$ cat config.mk
export PLATFORM = sky130hd
export DESIGN_NAME = frontend_top
export DESIGN_NICKNAME = d
export VERILOG_FILES = /design/src/source/fe_params_pkg.sv /design/src/source/fe_types_pkg.sv /design/src/source/line_req_if.sv /design/src/source/fetch_unit.sv /design/src/source/inst_queue.sv /design/src/source/line_arbiter.sv /design/src/source/burst_deserializer.sv /design/src/source/frontend_top.sv
export SDC_FILE = /design/constraint.sdc
export NUM_CORES = 2
export LEC_CHECK = 0
export BUFFER_PORTS_ARGS = -buffer_cell sky130_fd_sc_hd__buf_2
export CORE_UTILIZATION = 35
export DETAILED_ROUTE_END_ITERATION = 6
export GPL_TIMING_DRIVEN = 0
export MAX_ROUTING_LAYER = met4
export SYNTH_ARGS = -nofsm -noshare
export SYNTH_HDL_FRONTEND = slang
export SYNTH_SLANG_ARGS = --single-unit
$ cat constraint.sdc
create_clock -name clk -period 25.8 [get_ports clk]
set_clock_uncertainty 0.2 [all_clocks]
set_input_delay 3.87 -clock clk [delete_from_list [all_inputs] [get_ports clk]]
set_output_delay 3.87 -clock clk [all_outputs]
set_load 0.02 [all_outputs]
$ cat src/source/fe_params_pkg.sv
`default_nettype none

package fe_params_pkg;

    // address and instruction width
    localparam int XLEN = 32;
    localparam int ORDER_BITS = 64;

    // line geometry
    localparam int LINE_BITS = 256;
    localparam int BEAT_BITS = 64;
    localparam int BEATS_PER_LINE = 4;
    localparam int WORDS_PER_LINE = 8;
    localparam int OFFSET_BITS = 5;
    localparam int WORD_SEL_BITS = $clog2(WORDS_PER_LINE);
    localparam int BEAT_CNT_BITS = $clog2(BEATS_PER_LINE);

    // instruction queue
    localparam int QUEUE_DEPTH = 16;
    localparam int QUEUE_PTR_BITS = $clog2(QUEUE_DEPTH);

    localparam logic [XLEN-1:0] RESET_PC = 32'h6000_0000;

endpackage

`default_nettype wire

$ cat src/source/fe_types_pkg.sv
`default_nettype none

package fe_types_pkg;

    // one fetched instruction, 128 bits
    typedef struct packed {
        logic [fe_params_pkg::ORDER_BITS-1:0] order;
        logic [fe_params_pkg::XLEN-1:0]       pc;
        logic [fe_params_pkg::XLEN-1:0]       inst;
    } fetch_entry_t;

    typedef enum logic {
        FETCH_RUN,
        FETCH_WAIT_LINE
    } fetch_state_e;

    typedef enum logic [1:0] {
        GRANT_NONE,
        GRANT_INST,
        GRANT_DATA
    } grant_e;

    typedef enum logic [1:0] {
        DESER_IDLE,
        DESER_ISSUE,
        DESER_COLLECT
    } deser_state_e;

endpackage

`default_nettype wire

$ cat src/source/line_req_if.sv
`timescale 1ns/1ns
`default_nettype none

// one line read requester and its responder
interface line_req_if;

    logic                                req;
    logic [fe_params_pkg::XLEN-1:0]      addr;
    logic [fe_params_pkg::LINE_BITS-1:0] line;
    // single cycle, line valid alongside
    logic                                resp;

    modport requester (
        output req,
        output addr,
        input  line,
        input  resp
    );

    modport responder (
        input  req,
        input  addr,
        output line,
        output resp
    );

endinterface

`default_nettype wire

$ cat src/source/fetch_unit.sv
`timescale 1ns/1ns
`default_nettype none

module fetch_unit (
    input  logic                              clk,
    input  logic                              rst,
    input  logic                              redirect_i,
    input  logic [fe_params_pkg::XLEN-1:0]    redirect_pc_i,
    input  logic                              q_full_i,
    input  logic                              q_pop_i,
    output logic                              q_push_o,
    output fe_types_pkg::fetch_entry_t        q_entry_o,
    output logic                              q_flush_o,
    line_req_if.requester                     inst_line
);

    fe_types_pkg::fetch_state_e state_q;

    logic [fe_params_pkg::XLEN-1:0]                          pc_q;
    logic [fe_params_pkg::ORDER_BITS-1:0]                    order_q;
    logic [fe_params_pkg::ORDER_BITS-1:0]                    pop_cnt_q;
    logic [fe_params_pkg::ORDER_BITS-1:0]                    pop_cnt_next;
    logic [fe_params_pkg::LINE_BITS-1:0]                     line_buf_q;
    logic [fe_params_pkg::XLEN-1:fe_params_pkg::OFFSET_BITS] line_tag_q;
    logic                                                    line_valid_q;
    logic [fe_params_pkg::XLEN-1:0]                          req_addr_q;
    logic                                                    req_q;
    logic                                                    hit;
    logic [fe_params_pkg::WORD_SEL_BITS-1:0]                 word_sel;

    assign word_sel = pc_q[fe_params_pkg::OFFSET_BITS-1:2];
    assign hit = line_valid_q &&
                 (line_tag_q == pc_q[fe_params_pkg::XLEN-1:fe_params_pkg::OFFSET_BITS]);

    // handshakes done at the queue head, including this cycle
    assign pop_cnt_next = pop_cnt_q + {{(fe_params_pkg::ORDER_BITS-1){1'b0}}, q_pop_i};

    assign q_flush_o = redirect_i;
    assign q_push_o  = (state_q == fe_types_pkg::FETCH_RUN) && hit && !q_full_i && !redirect_i;
    assign q_entry_o = '{
        order: order_q,
        pc:    pc_q,
        inst:  line_buf_q[word_sel*fe_params_pkg::XLEN +: fe_params_pkg::XLEN]
    };

    assign inst_line.req  = req_q;
    assign inst_line.addr = req_addr_q;

    always_ff @(posedge clk) begin
        if (rst) begin
            state_q      <= fe_types_pkg::FETCH_RUN;
            pc_q         <= fe_params_pkg::RESET_PC;
            order_q      <= '0;
            pop_cnt_q    <= '0;
            line_valid_q <= 1'b0;
            req_q        <= 1'b0;
        end else begin
            pop_cnt_q <= pop_cnt_next;

            if (redirect_i) begin
                pc_q    <= redirect_pc_i;
                order_q <= pop_cnt_next;
            end else if (q_push_o) begin
                pc_q    <= pc_q + 32'd4;
                order_q <= order_q + 64'd1;
            end

            case (state_q)
                fe_types_pkg::FETCH_RUN: begin
                    if (!hit && !redirect_i) begin
                        req_q   <= 1'b1;
                        state_q <= fe_types_pkg::FETCH_WAIT_LINE;
                    end
                end
                fe_types_pkg::FETCH_WAIT_LINE: begin
                    // a redirect here still waits for the fill
                    if (inst_line.resp) begin
                        req_q        <= 1'b0;
                        line_valid_q <= 1'b1;
                        state_q      <= fe_types_pkg::FETCH_RUN;
                    end
                end
                default: state_q <= fe_types_pkg::FETCH_RUN;
            endcase
        end
    end

    always_ff @(posedge clk) begin
        if (state_q == fe_types_pkg::FETCH_RUN && !hit) begin
            req_addr_q <= {pc_q[fe_params_pkg::XLEN-1:fe_params_pkg::OFFSET_BITS],
                           {fe_params_pkg::OFFSET_BITS{1'b0}}};
        end
        if (state_q == fe_types_pkg::FETCH_WAIT_LINE && inst_line.resp) begin
            line_buf_q <= inst_line.line;
            line_tag_q <= req_addr_q[fe_params_pkg::XLEN-1:fe_params_pkg::OFFSET_BITS];
        end
    end

endmodule

`default_nettype wire

$ cat src/source/inst_queue.sv
`timescale 1ns/1ns
`default_nettype none

module inst_queue (
    input  logic                       clk,
    input  logic                       rst,
    input  logic                       flush_i,
    input  logic                       push_i,
    input  fe_types_pkg::fetch_entry_t entry_i,
    output logic                       full_o,
    output logic                       pop_o,
    output logic                       head_valid_o,
    output fe_types_pkg::fetch_entry_t head_o,
    input  logic                       head_ready_i
);

    fe_types_pkg::fetch_entry_t mem [fe_params_pkg::QUEUE_DEPTH];

    logic [fe_params_pkg::QUEUE_PTR_BITS-1:0] head_q;
    logic [fe_params_pkg::QUEUE_PTR_BITS-1:0] tail_q;
    logic [fe_params_pkg::QUEUE_PTR_BITS:0]   count_q;

    assign full_o       = (count_q == fe_params_pkg::QUEUE_DEPTH);
    assign head_valid_o = (count_q != '0);
    assign head_o       = mem[head_q];
    assign pop_o        = head_valid_o && head_ready_i;

    always_ff @(posedge clk) begin
        if (rst || flush_i) begin
            head_q  <= '0;
            tail_q  <= '0;
            count_q <= '0;
        end else begin
            if (push_i) begin
                tail_q <= tail_q + 1'b1;
            end
            if (pop_o) begin
                head_q <= head_q + 1'b1;
            end
            // pointers wrap on their own, depth is a power of two
            if (push_i && !pop_o) begin
                count_q <= count_q + 1'b1;
            end else if (pop_o && !push_i) begin
                count_q <= count_q - 1'b1;
            end
        end
    end

    always_ff @(posedge clk) begin
        if (push_i) begin
            mem[tail_q] <= entry_i;
        end
    end

endmodule

`default_nettype wire

$ cat src/source/line_arbiter.sv
`timescale 1ns/1ns
`default_nettype none

module line_arbiter (
    input  logic          clk,
    input  logic          rst,
    line_req_if.responder inst_line,
    line_req_if.responder data_line,
    line_req_if.requester mem_line
);

    fe_types_pkg::grant_e grant_q;
    fe_types_pkg::grant_e sel;

    // new grant only while idle, data first
    always_comb begin
        sel = grant_q;
        if (grant_q == fe_types_pkg::GRANT_NONE) begin
            if (data_line.req) begin
                sel = fe_types_pkg::GRANT_DATA;
            end else if (inst_line.req) begin
                sel = fe_types_pkg::GRANT_INST;
            end
        end
    end

    always_ff @(posedge clk) begin
        if (rst) begin
            grant_q <= fe_types_pkg::GRANT_NONE;
        end else if (mem_line.resp) begin
            grant_q <= fe_types_pkg::GRANT_NONE;
        end else begin
            grant_q <= sel;
        end
    end

    assign mem_line.req  = (sel != fe_types_pkg::GRANT_NONE);
    assign mem_line.addr = (sel == fe_types_pkg::GRANT_DATA) ? data_line.addr : inst_line.addr;

    // route the line back to the granted side only
    assign data_line.resp = mem_line.resp && (sel == fe_types_pkg::GRANT_DATA);
    assign inst_line.resp = mem_line.resp && (sel == fe_types_pkg::GRANT_INST);
    assign data_line.line = (sel == fe_types_pkg::GRANT_DATA) ? mem_line.line : '0;
    assign inst_line.line = (sel == fe_types_pkg::GRANT_INST) ? mem_line.line : '0;

endmodule

`default_nettype wire

$ cat src/source/burst_deserializer.sv
`timescale 1ns/1ns
`default_nettype none

module burst_deserializer (
    input  logic                                clk,
    input  logic                                rst,
    line_req_if.responder                       mem_line,
    output logic [fe_params_pkg::XLEN-1:0]      bmem_addr_o,
    output logic                                bmem_read_o,
    input  logic                                bmem_ready_i,
    input  logic [fe_params_pkg::XLEN-1:0]      bmem_raddr_i,
    input  logic [fe_params_pkg::BEAT_BITS-1:0] bmem_rdata_i,
    input  logic                                bmem_rvalid_i
);

    fe_types_pkg::deser_state_e state_q;

    logic [fe_params_pkg::XLEN-1:0]          addr_q;
    logic [fe_params_pkg::LINE_BITS-1:0]     line_q;
    logic [fe_params_pkg::BEAT_CNT_BITS-1:0] beat_cnt_q;
    logic                                    resp_q;
    logic                                    beat_hit;

    assign beat_hit    = bmem_rvalid_i && (bmem_raddr_i == addr_q);
    assign bmem_addr_o = addr_q;
    assign bmem_read_o = (state_q == fe_types_pkg::DESER_ISSUE) && bmem_ready_i;

    assign mem_line.line = line_q;
    assign mem_line.resp = resp_q;

    always_ff @(posedge clk) begin
        if (rst) begin
            state_q    <= fe_types_pkg::DESER_IDLE;
            beat_cnt_q <= '0;
            resp_q     <= 1'b0;
        end else begin
            resp_q <= 1'b0;
            case (state_q)
                fe_types_pkg::DESER_IDLE: begin
                    // req is still up in the resp cycle
                    if (mem_line.req && !resp_q) begin
                        state_q <= fe_types_pkg::DESER_ISSUE;
                    end
                end
                fe_types_pkg::DESER_ISSUE: begin
                    if (bmem_ready_i) begin
                        beat_cnt_q <= '0;
                        state_q    <= fe_types_pkg::DESER_COLLECT;
                    end
                end
                fe_types_pkg::DESER_COLLECT: begin
                    if (beat_hit) begin
                        beat_cnt_q <= beat_cnt_q + 1'b1;
                        if (beat_cnt_q == fe_params_pkg::BEAT_CNT_BITS'(
                                fe_params_pkg::BEATS_PER_LINE - 1)) begin
                            resp_q  <= 1'b1;
                            state_q <= fe_types_pkg::DESER_IDLE;
                        end
                    end
                end
                default: state_q <= fe_types_pkg::DESER_IDLE;
            endcase
        end
    end

    always_ff @(posedge clk) begin
        if (state_q == fe_types_pkg::DESER_IDLE && mem_line.req && !resp_q) begin
            addr_q <= {mem_line.addr[fe_params_pkg::XLEN-1:fe_params_pkg::OFFSET_BITS],
                       {fe_params_pkg::OFFSET_BITS{1'b0}}};
        end
        // beat k ends up at bits 64k and up
        if (state_q == fe_types_pkg::DESER_COLLECT && beat_hit) begin
            line_q <= {bmem_rdata_i,
                       line_q[fe_params_pkg::LINE_BITS-1:fe_params_pkg::BEAT_BITS]};
        end
    end

endmodule

`default_nettype wire

$ cat src/source/frontend_top.sv
`timescale 1ns/1ns
`default_nettype none

module frontend_top (
    input  logic                                clk,
    input  logic                                rst,

    input  logic                                redirect_i,
    input  logic [fe_params_pkg::XLEN-1:0]      redirect_pc_i,

    output logic                                fq_valid_o,
    output fe_types_pkg::fetch_entry_t          fq_entry_o,
    input  logic                                fq_ready_i,

    input  logic                                dline_req_i,
    input  logic [fe_params_pkg::XLEN-1:0]      dline_addr_i,
    output logic [fe_params_pkg::LINE_BITS-1:0] dline_data_o,
    output logic                                dline_resp_o,

    output logic [fe_params_pkg::XLEN-1:0]      bmem_addr_o,
    output logic                                bmem_read_o,
    input  logic                                bmem_ready_i,
    input  logic [fe_params_pkg::XLEN-1:0]      bmem_raddr_i,
    input  logic [fe_params_pkg::BEAT_BITS-1:0] bmem_rdata_i,
    input  logic                                bmem_rvalid_i
);

    line_req_if inst_line ();
    line_req_if data_line ();
    line_req_if mem_line ();

    logic                       q_push;
    logic                       q_flush;
    logic                       q_full;
    logic                       q_pop;
    fe_types_pkg::fetch_entry_t q_entry;

    assign data_line.req  = dline_req_i;
    assign data_line.addr = dline_addr_i;
    assign dline_data_o   = data_line.line;
    assign dline_resp_o   = data_line.resp;

    fetch_unit ifetch (
        .clk           (clk),
        .rst           (rst),
        .redirect_i    (redirect_i),
        .redirect_pc_i (redirect_pc_i),
        .q_full_i      (q_full),
        .q_pop_i       (q_pop),
        .q_push_o      (q_push),
        .q_entry_o     (q_entry),
        .q_flush_o     (q_flush),
        .inst_line     (inst_line.requester)
    );

    inst_queue iqueue (
        .clk          (clk),
        .rst          (rst),
        .flush_i      (q_flush),
        .push_i       (q_push),
        .entry_i      (q_entry),
        .full_o       (q_full),
        .pop_o        (q_pop),
        .head_valid_o (fq_valid_o),
        .head_o       (fq_entry_o),
        .head_ready_i (fq_ready_i)
    );

    line_arbiter arbiter (
        .clk       (clk),
        .rst       (rst),
        .inst_line (inst_line.responder),
        .data_line (data_line.responder),
        .mem_line  (mem_line.requester)
    );

    burst_deserializer deser (
        .clk           (clk),
        .rst           (rst),
        .mem_line      (mem_line.responder),
        .bmem_addr_o   (bmem_addr_o),
        .bmem_read_o   (bmem_read_o),
        .bmem_ready_i  (bmem_ready_i),
        .bmem_raddr_i  (bmem_raddr_i),
        .bmem_rdata_i  (bmem_rdata_i),
        .bmem_rvalid_i (bmem_rvalid_i)
    );

endmodule

`default_nettype wire

==> key figures <==
Flow run
  – Max Cap Viol: 2

Worst setup path
  – R2r setup slk: 19.79 ns
  – CP max FO: 10
  – Path depth of the worst reg2reg path: 12
  – Setup crit end kind: output port
  – Worst Path Required: 21.73 ns
  – Crit path kind: in2out
  – Worst Path Arrival: 6.91 ns
  – Worst Setup Start Kind: input pin

Yosys
  – Simple-Gate Fraction of Synth Area: 6.06%
  – Synthesized area: 111000 um2
  – Primary FF master, synth: edfxtp_1
  – Yosys warning total: 0
  – Number of flops mapped to enable cells by yosys: 2641
  – Compound-cell area share of the yosys netlist: 1.23%
  – Main combinational cell family by area after synthesis: multiplexers
  – Synth Instances: 5478
  – Post-synth top area cell: edfxtp_1
  – Ranking of synthesized cells by area: edfxtp_1 72%, mux4_2 14%, dfxtp_1 3.4%
  – Seq/Total Area, Yosys: 75.1%
  – Post-Synth XOR/XNOR Area: 1.29%
  – Synth cell types: 78
  – Avg Inst Size Synth: 20.2 um2
  – Yosys top cell area share: 71.7%
  – Post-synthesis mux area share: 15.0%
  – Post-synth ARST share: 0%
  – Synth Area in Adders: 0.176%
  – Synthesis-stage register bit count: 2828

Place
  – RD Place Congestion: 0.902
  – Dpl ws: 14.77 ns
  – Post-DP HPWL: 219000 um
  – Placed cell count: 10395
  – Port buffer count: 573

Die
  – Die Width: 564 um
  – Starting Density: 35.1%
  – Io pins: 586
  – # rows: 206
  – Die Y: 564 um
  – Core Region: 315000 um2
  – Die area: 318000 um2

STA
  – Achievable Freq: 91.1 MHz
  – Slew Limit Fails: 4
  – Final setup fails: 0
  – Crit share post-route: 42.6%
  – Setup_tns: 0 ns
  – Relative slew margins: -1.40%
  – Final Hold Fails: 0
  – Fin crit period: 10.98 ns
  – RSZ-0062 raised after global routing: no
  – Worst slew pin tran: 1.51 ns
  – Hold WS: 0.261 ns
  – Setup WS post-layout: 14.82 ns

Cells and area
  – Commonest non-fill, non-tap cell in the layout: edfxtp_1
  – Layout net count: 6722
  – Area growth syn-to-layout: 19.0%
  – Share of cells above drive strength 1: 29.7%
  – Commonest non-fill, non-tap cells in the layout: 2641 x edfxtp_1, 697 x mux4_2, 586 x buf_2, 521 x and2_1, 304 x clkbuf_16
  – Post-Layout Cell Count: 10949

CTS
  – H-tree depth: 5
  – Clock-pin slew on the worst setup and hold paths: 0.06 ns
  – Clk sinks: 2828
  – # hold bufs at CTS: 0
  – CTS tree: yes
  – Post-CTS Resized: 0
  – Setup bufs post-CTS: 0
  – Worst skew pair latency: 0.92 ns
  – Root Buffer: clkbuf_16
  – CTS buffer count: 301
  – Longest Clk Path Bufs: 4

Route
  – Final wirelength: 320000 um
  – Pre-antenna DRT Iters: 7
  – Final ANT Viol Nets: 0
  – DRT iter0 DRCs: 6451
  – Vias/cell: 5.35
  – Drt drc: 6
  – Via count: 58601
  – WL/cell: 29.2 um

Power and ir drop
  – Total chip power: 0.00963 W
  – PwrDens: 73.2 nW/um2
  – Comb pwr share: 2.9%
  – NetSw: 0.00209 W
  – Worst ir drop on vdd: 0.0000525 V
  – Static Leak: 42.5 nW
  – Clk pwr share: 44.4%
  – Seq pwr share: 52.7%
  – Sw Share: 21.7%
  – Pint: 0.00754 W

Global routing
  – Largest net degree at the start of global routing: 121
  – Initial antenna violation count: 21
  – Vias in the first global route: 60085
  – Aggregate global routing overflow: 0
  – First-pass GRT wire length: 448000 um
  – Total GRT Usage: 20.4%

Hold path
  – Tightest Hold Check Type: reg2reg
  – Hold Path Stages: 0

Outcome
  – Failing checks: DRC, capacitance limit, slew limit
  – Status: complete, but fails checks
metal layers:
metal	global-route usage (%)	up-vias	routed length (um)
met4	6.89	0	11700
li1	-	24481	-
met3	3.06	506	21900
met2	34.1	2489	161000
met1	25.5	31125	125000
met5	-	-	0
Yosys cell counts, types with 7 or more instances:
master	number
a211oi_1	14
nor4_1	77
nand2_1	85
xor2_1	45
and2_1	521
nor3_1	37
nand3_1	79
nor2_1	147
xnor2_1	118
edfxtp_1	2641
o31a_1	7
buf_1	78
inv_1	32
or4_1	11
o21ai_0	33
mux2_2	61
nand4_1	93
buf_2	10
o22ai_1	16
dfxtp_1	187
and3_1	32
mux4_2	697
a21oi_1	44
and4_1	13
or3_1	21
a311oi_1	17
ha_1	14
clkbuf_1	208
a21o_1	14
nor2b_1	15
mux2i_1	17
metrics by stage:
step,area (um2),util [%]
2_1_floorplan,111000,-
3_3_place_gp,119000,37.7
3_5_place_dp,122000,38.7
4_1_cts,132000,41.8
5_1_grt,132000,41.8
6_report,132000,41.8
worst max-delay path, cell delays in order:
cell      delay (ns)
buf_2           0.11
nor2_1          0.09
nor2_2          0.66
clkbuf_1        0.84
clkbuf_1        0.67
and2_1          0.40
buf_2           0.24
sequential cells by signal, indices dropped and copies added, names as in the netlist, 4 cells and up, named ones only:
| signal | cells |
|---|---|
| ifetch.pop_cnt_q | 64 |
| ifetch.order_q | 64 |
| iqueue.mem | 2048 |
| ifetch.line_tag_q | 27 |
| ifetch.line_buf_q | 256 |
| ifetch.inst_line.addr | 27 |
| iqueue.count_q | 5 |
| deser.mem_line.line | 256 |
| deser.bmem_addr_o | 27 |
| ifetch.pc_q | 32 |
| iqueue.tail_q | 4 |
| iqueue.head_q | 4 |
area by class of cell:
cell class,instances,area [um2]
fillers,27514,183000
multi-input cells,2318,26400
well taps,4160,5200
plain buffers,303,1200
clock buffers,360,7830
inverters,33,131
flip-flops and latches,2828,83000
diodes,12,30.0
clock inverters,180,1900
repair buffers,755,5850
power groups by stage:
stage | Combinational (W) | Sequential [W] | Clock [W]
finish | 0.000279 | 0.00507 | 0.00427
global route | 0.000296 | 0.00508 | 0.00450
CTS | 0.000281 | 0.00507 | 0.00434
detailed placement | 0.000280 | 0.00517 | 0
global placement | 0.000274 | 0.00517 | 0
floorplan | 0.000143 | 0.00515 | 0
final timing paths:
path | from | endpoint
max | dline_req_i | dline_data_o[149]
min | deser.mem_line.line[91]$_DFFE_PP_ | deser.mem_line.line[27]$_DFFE_PP_
max reg2reg | ifetch.pc_q[14]$_SDFFE_PP0N_ | iqueue.mem[2][11]$_DFFE_PP_
min reg2reg | deser.mem_line.line[91]$_DFFE_PP_ | deser.mem_line.line[27]$_DFFE_PP_
cells by family after synthesis:
family / Yosys count
flops: 2828
simple gates: 1166
mux: 775
buf+inv: 336
compound gates: 194
xor+xnor: 163
fa+ha+maj: 15
other cells: 1
Note: power is estimated with default switching activity, not from simulation.
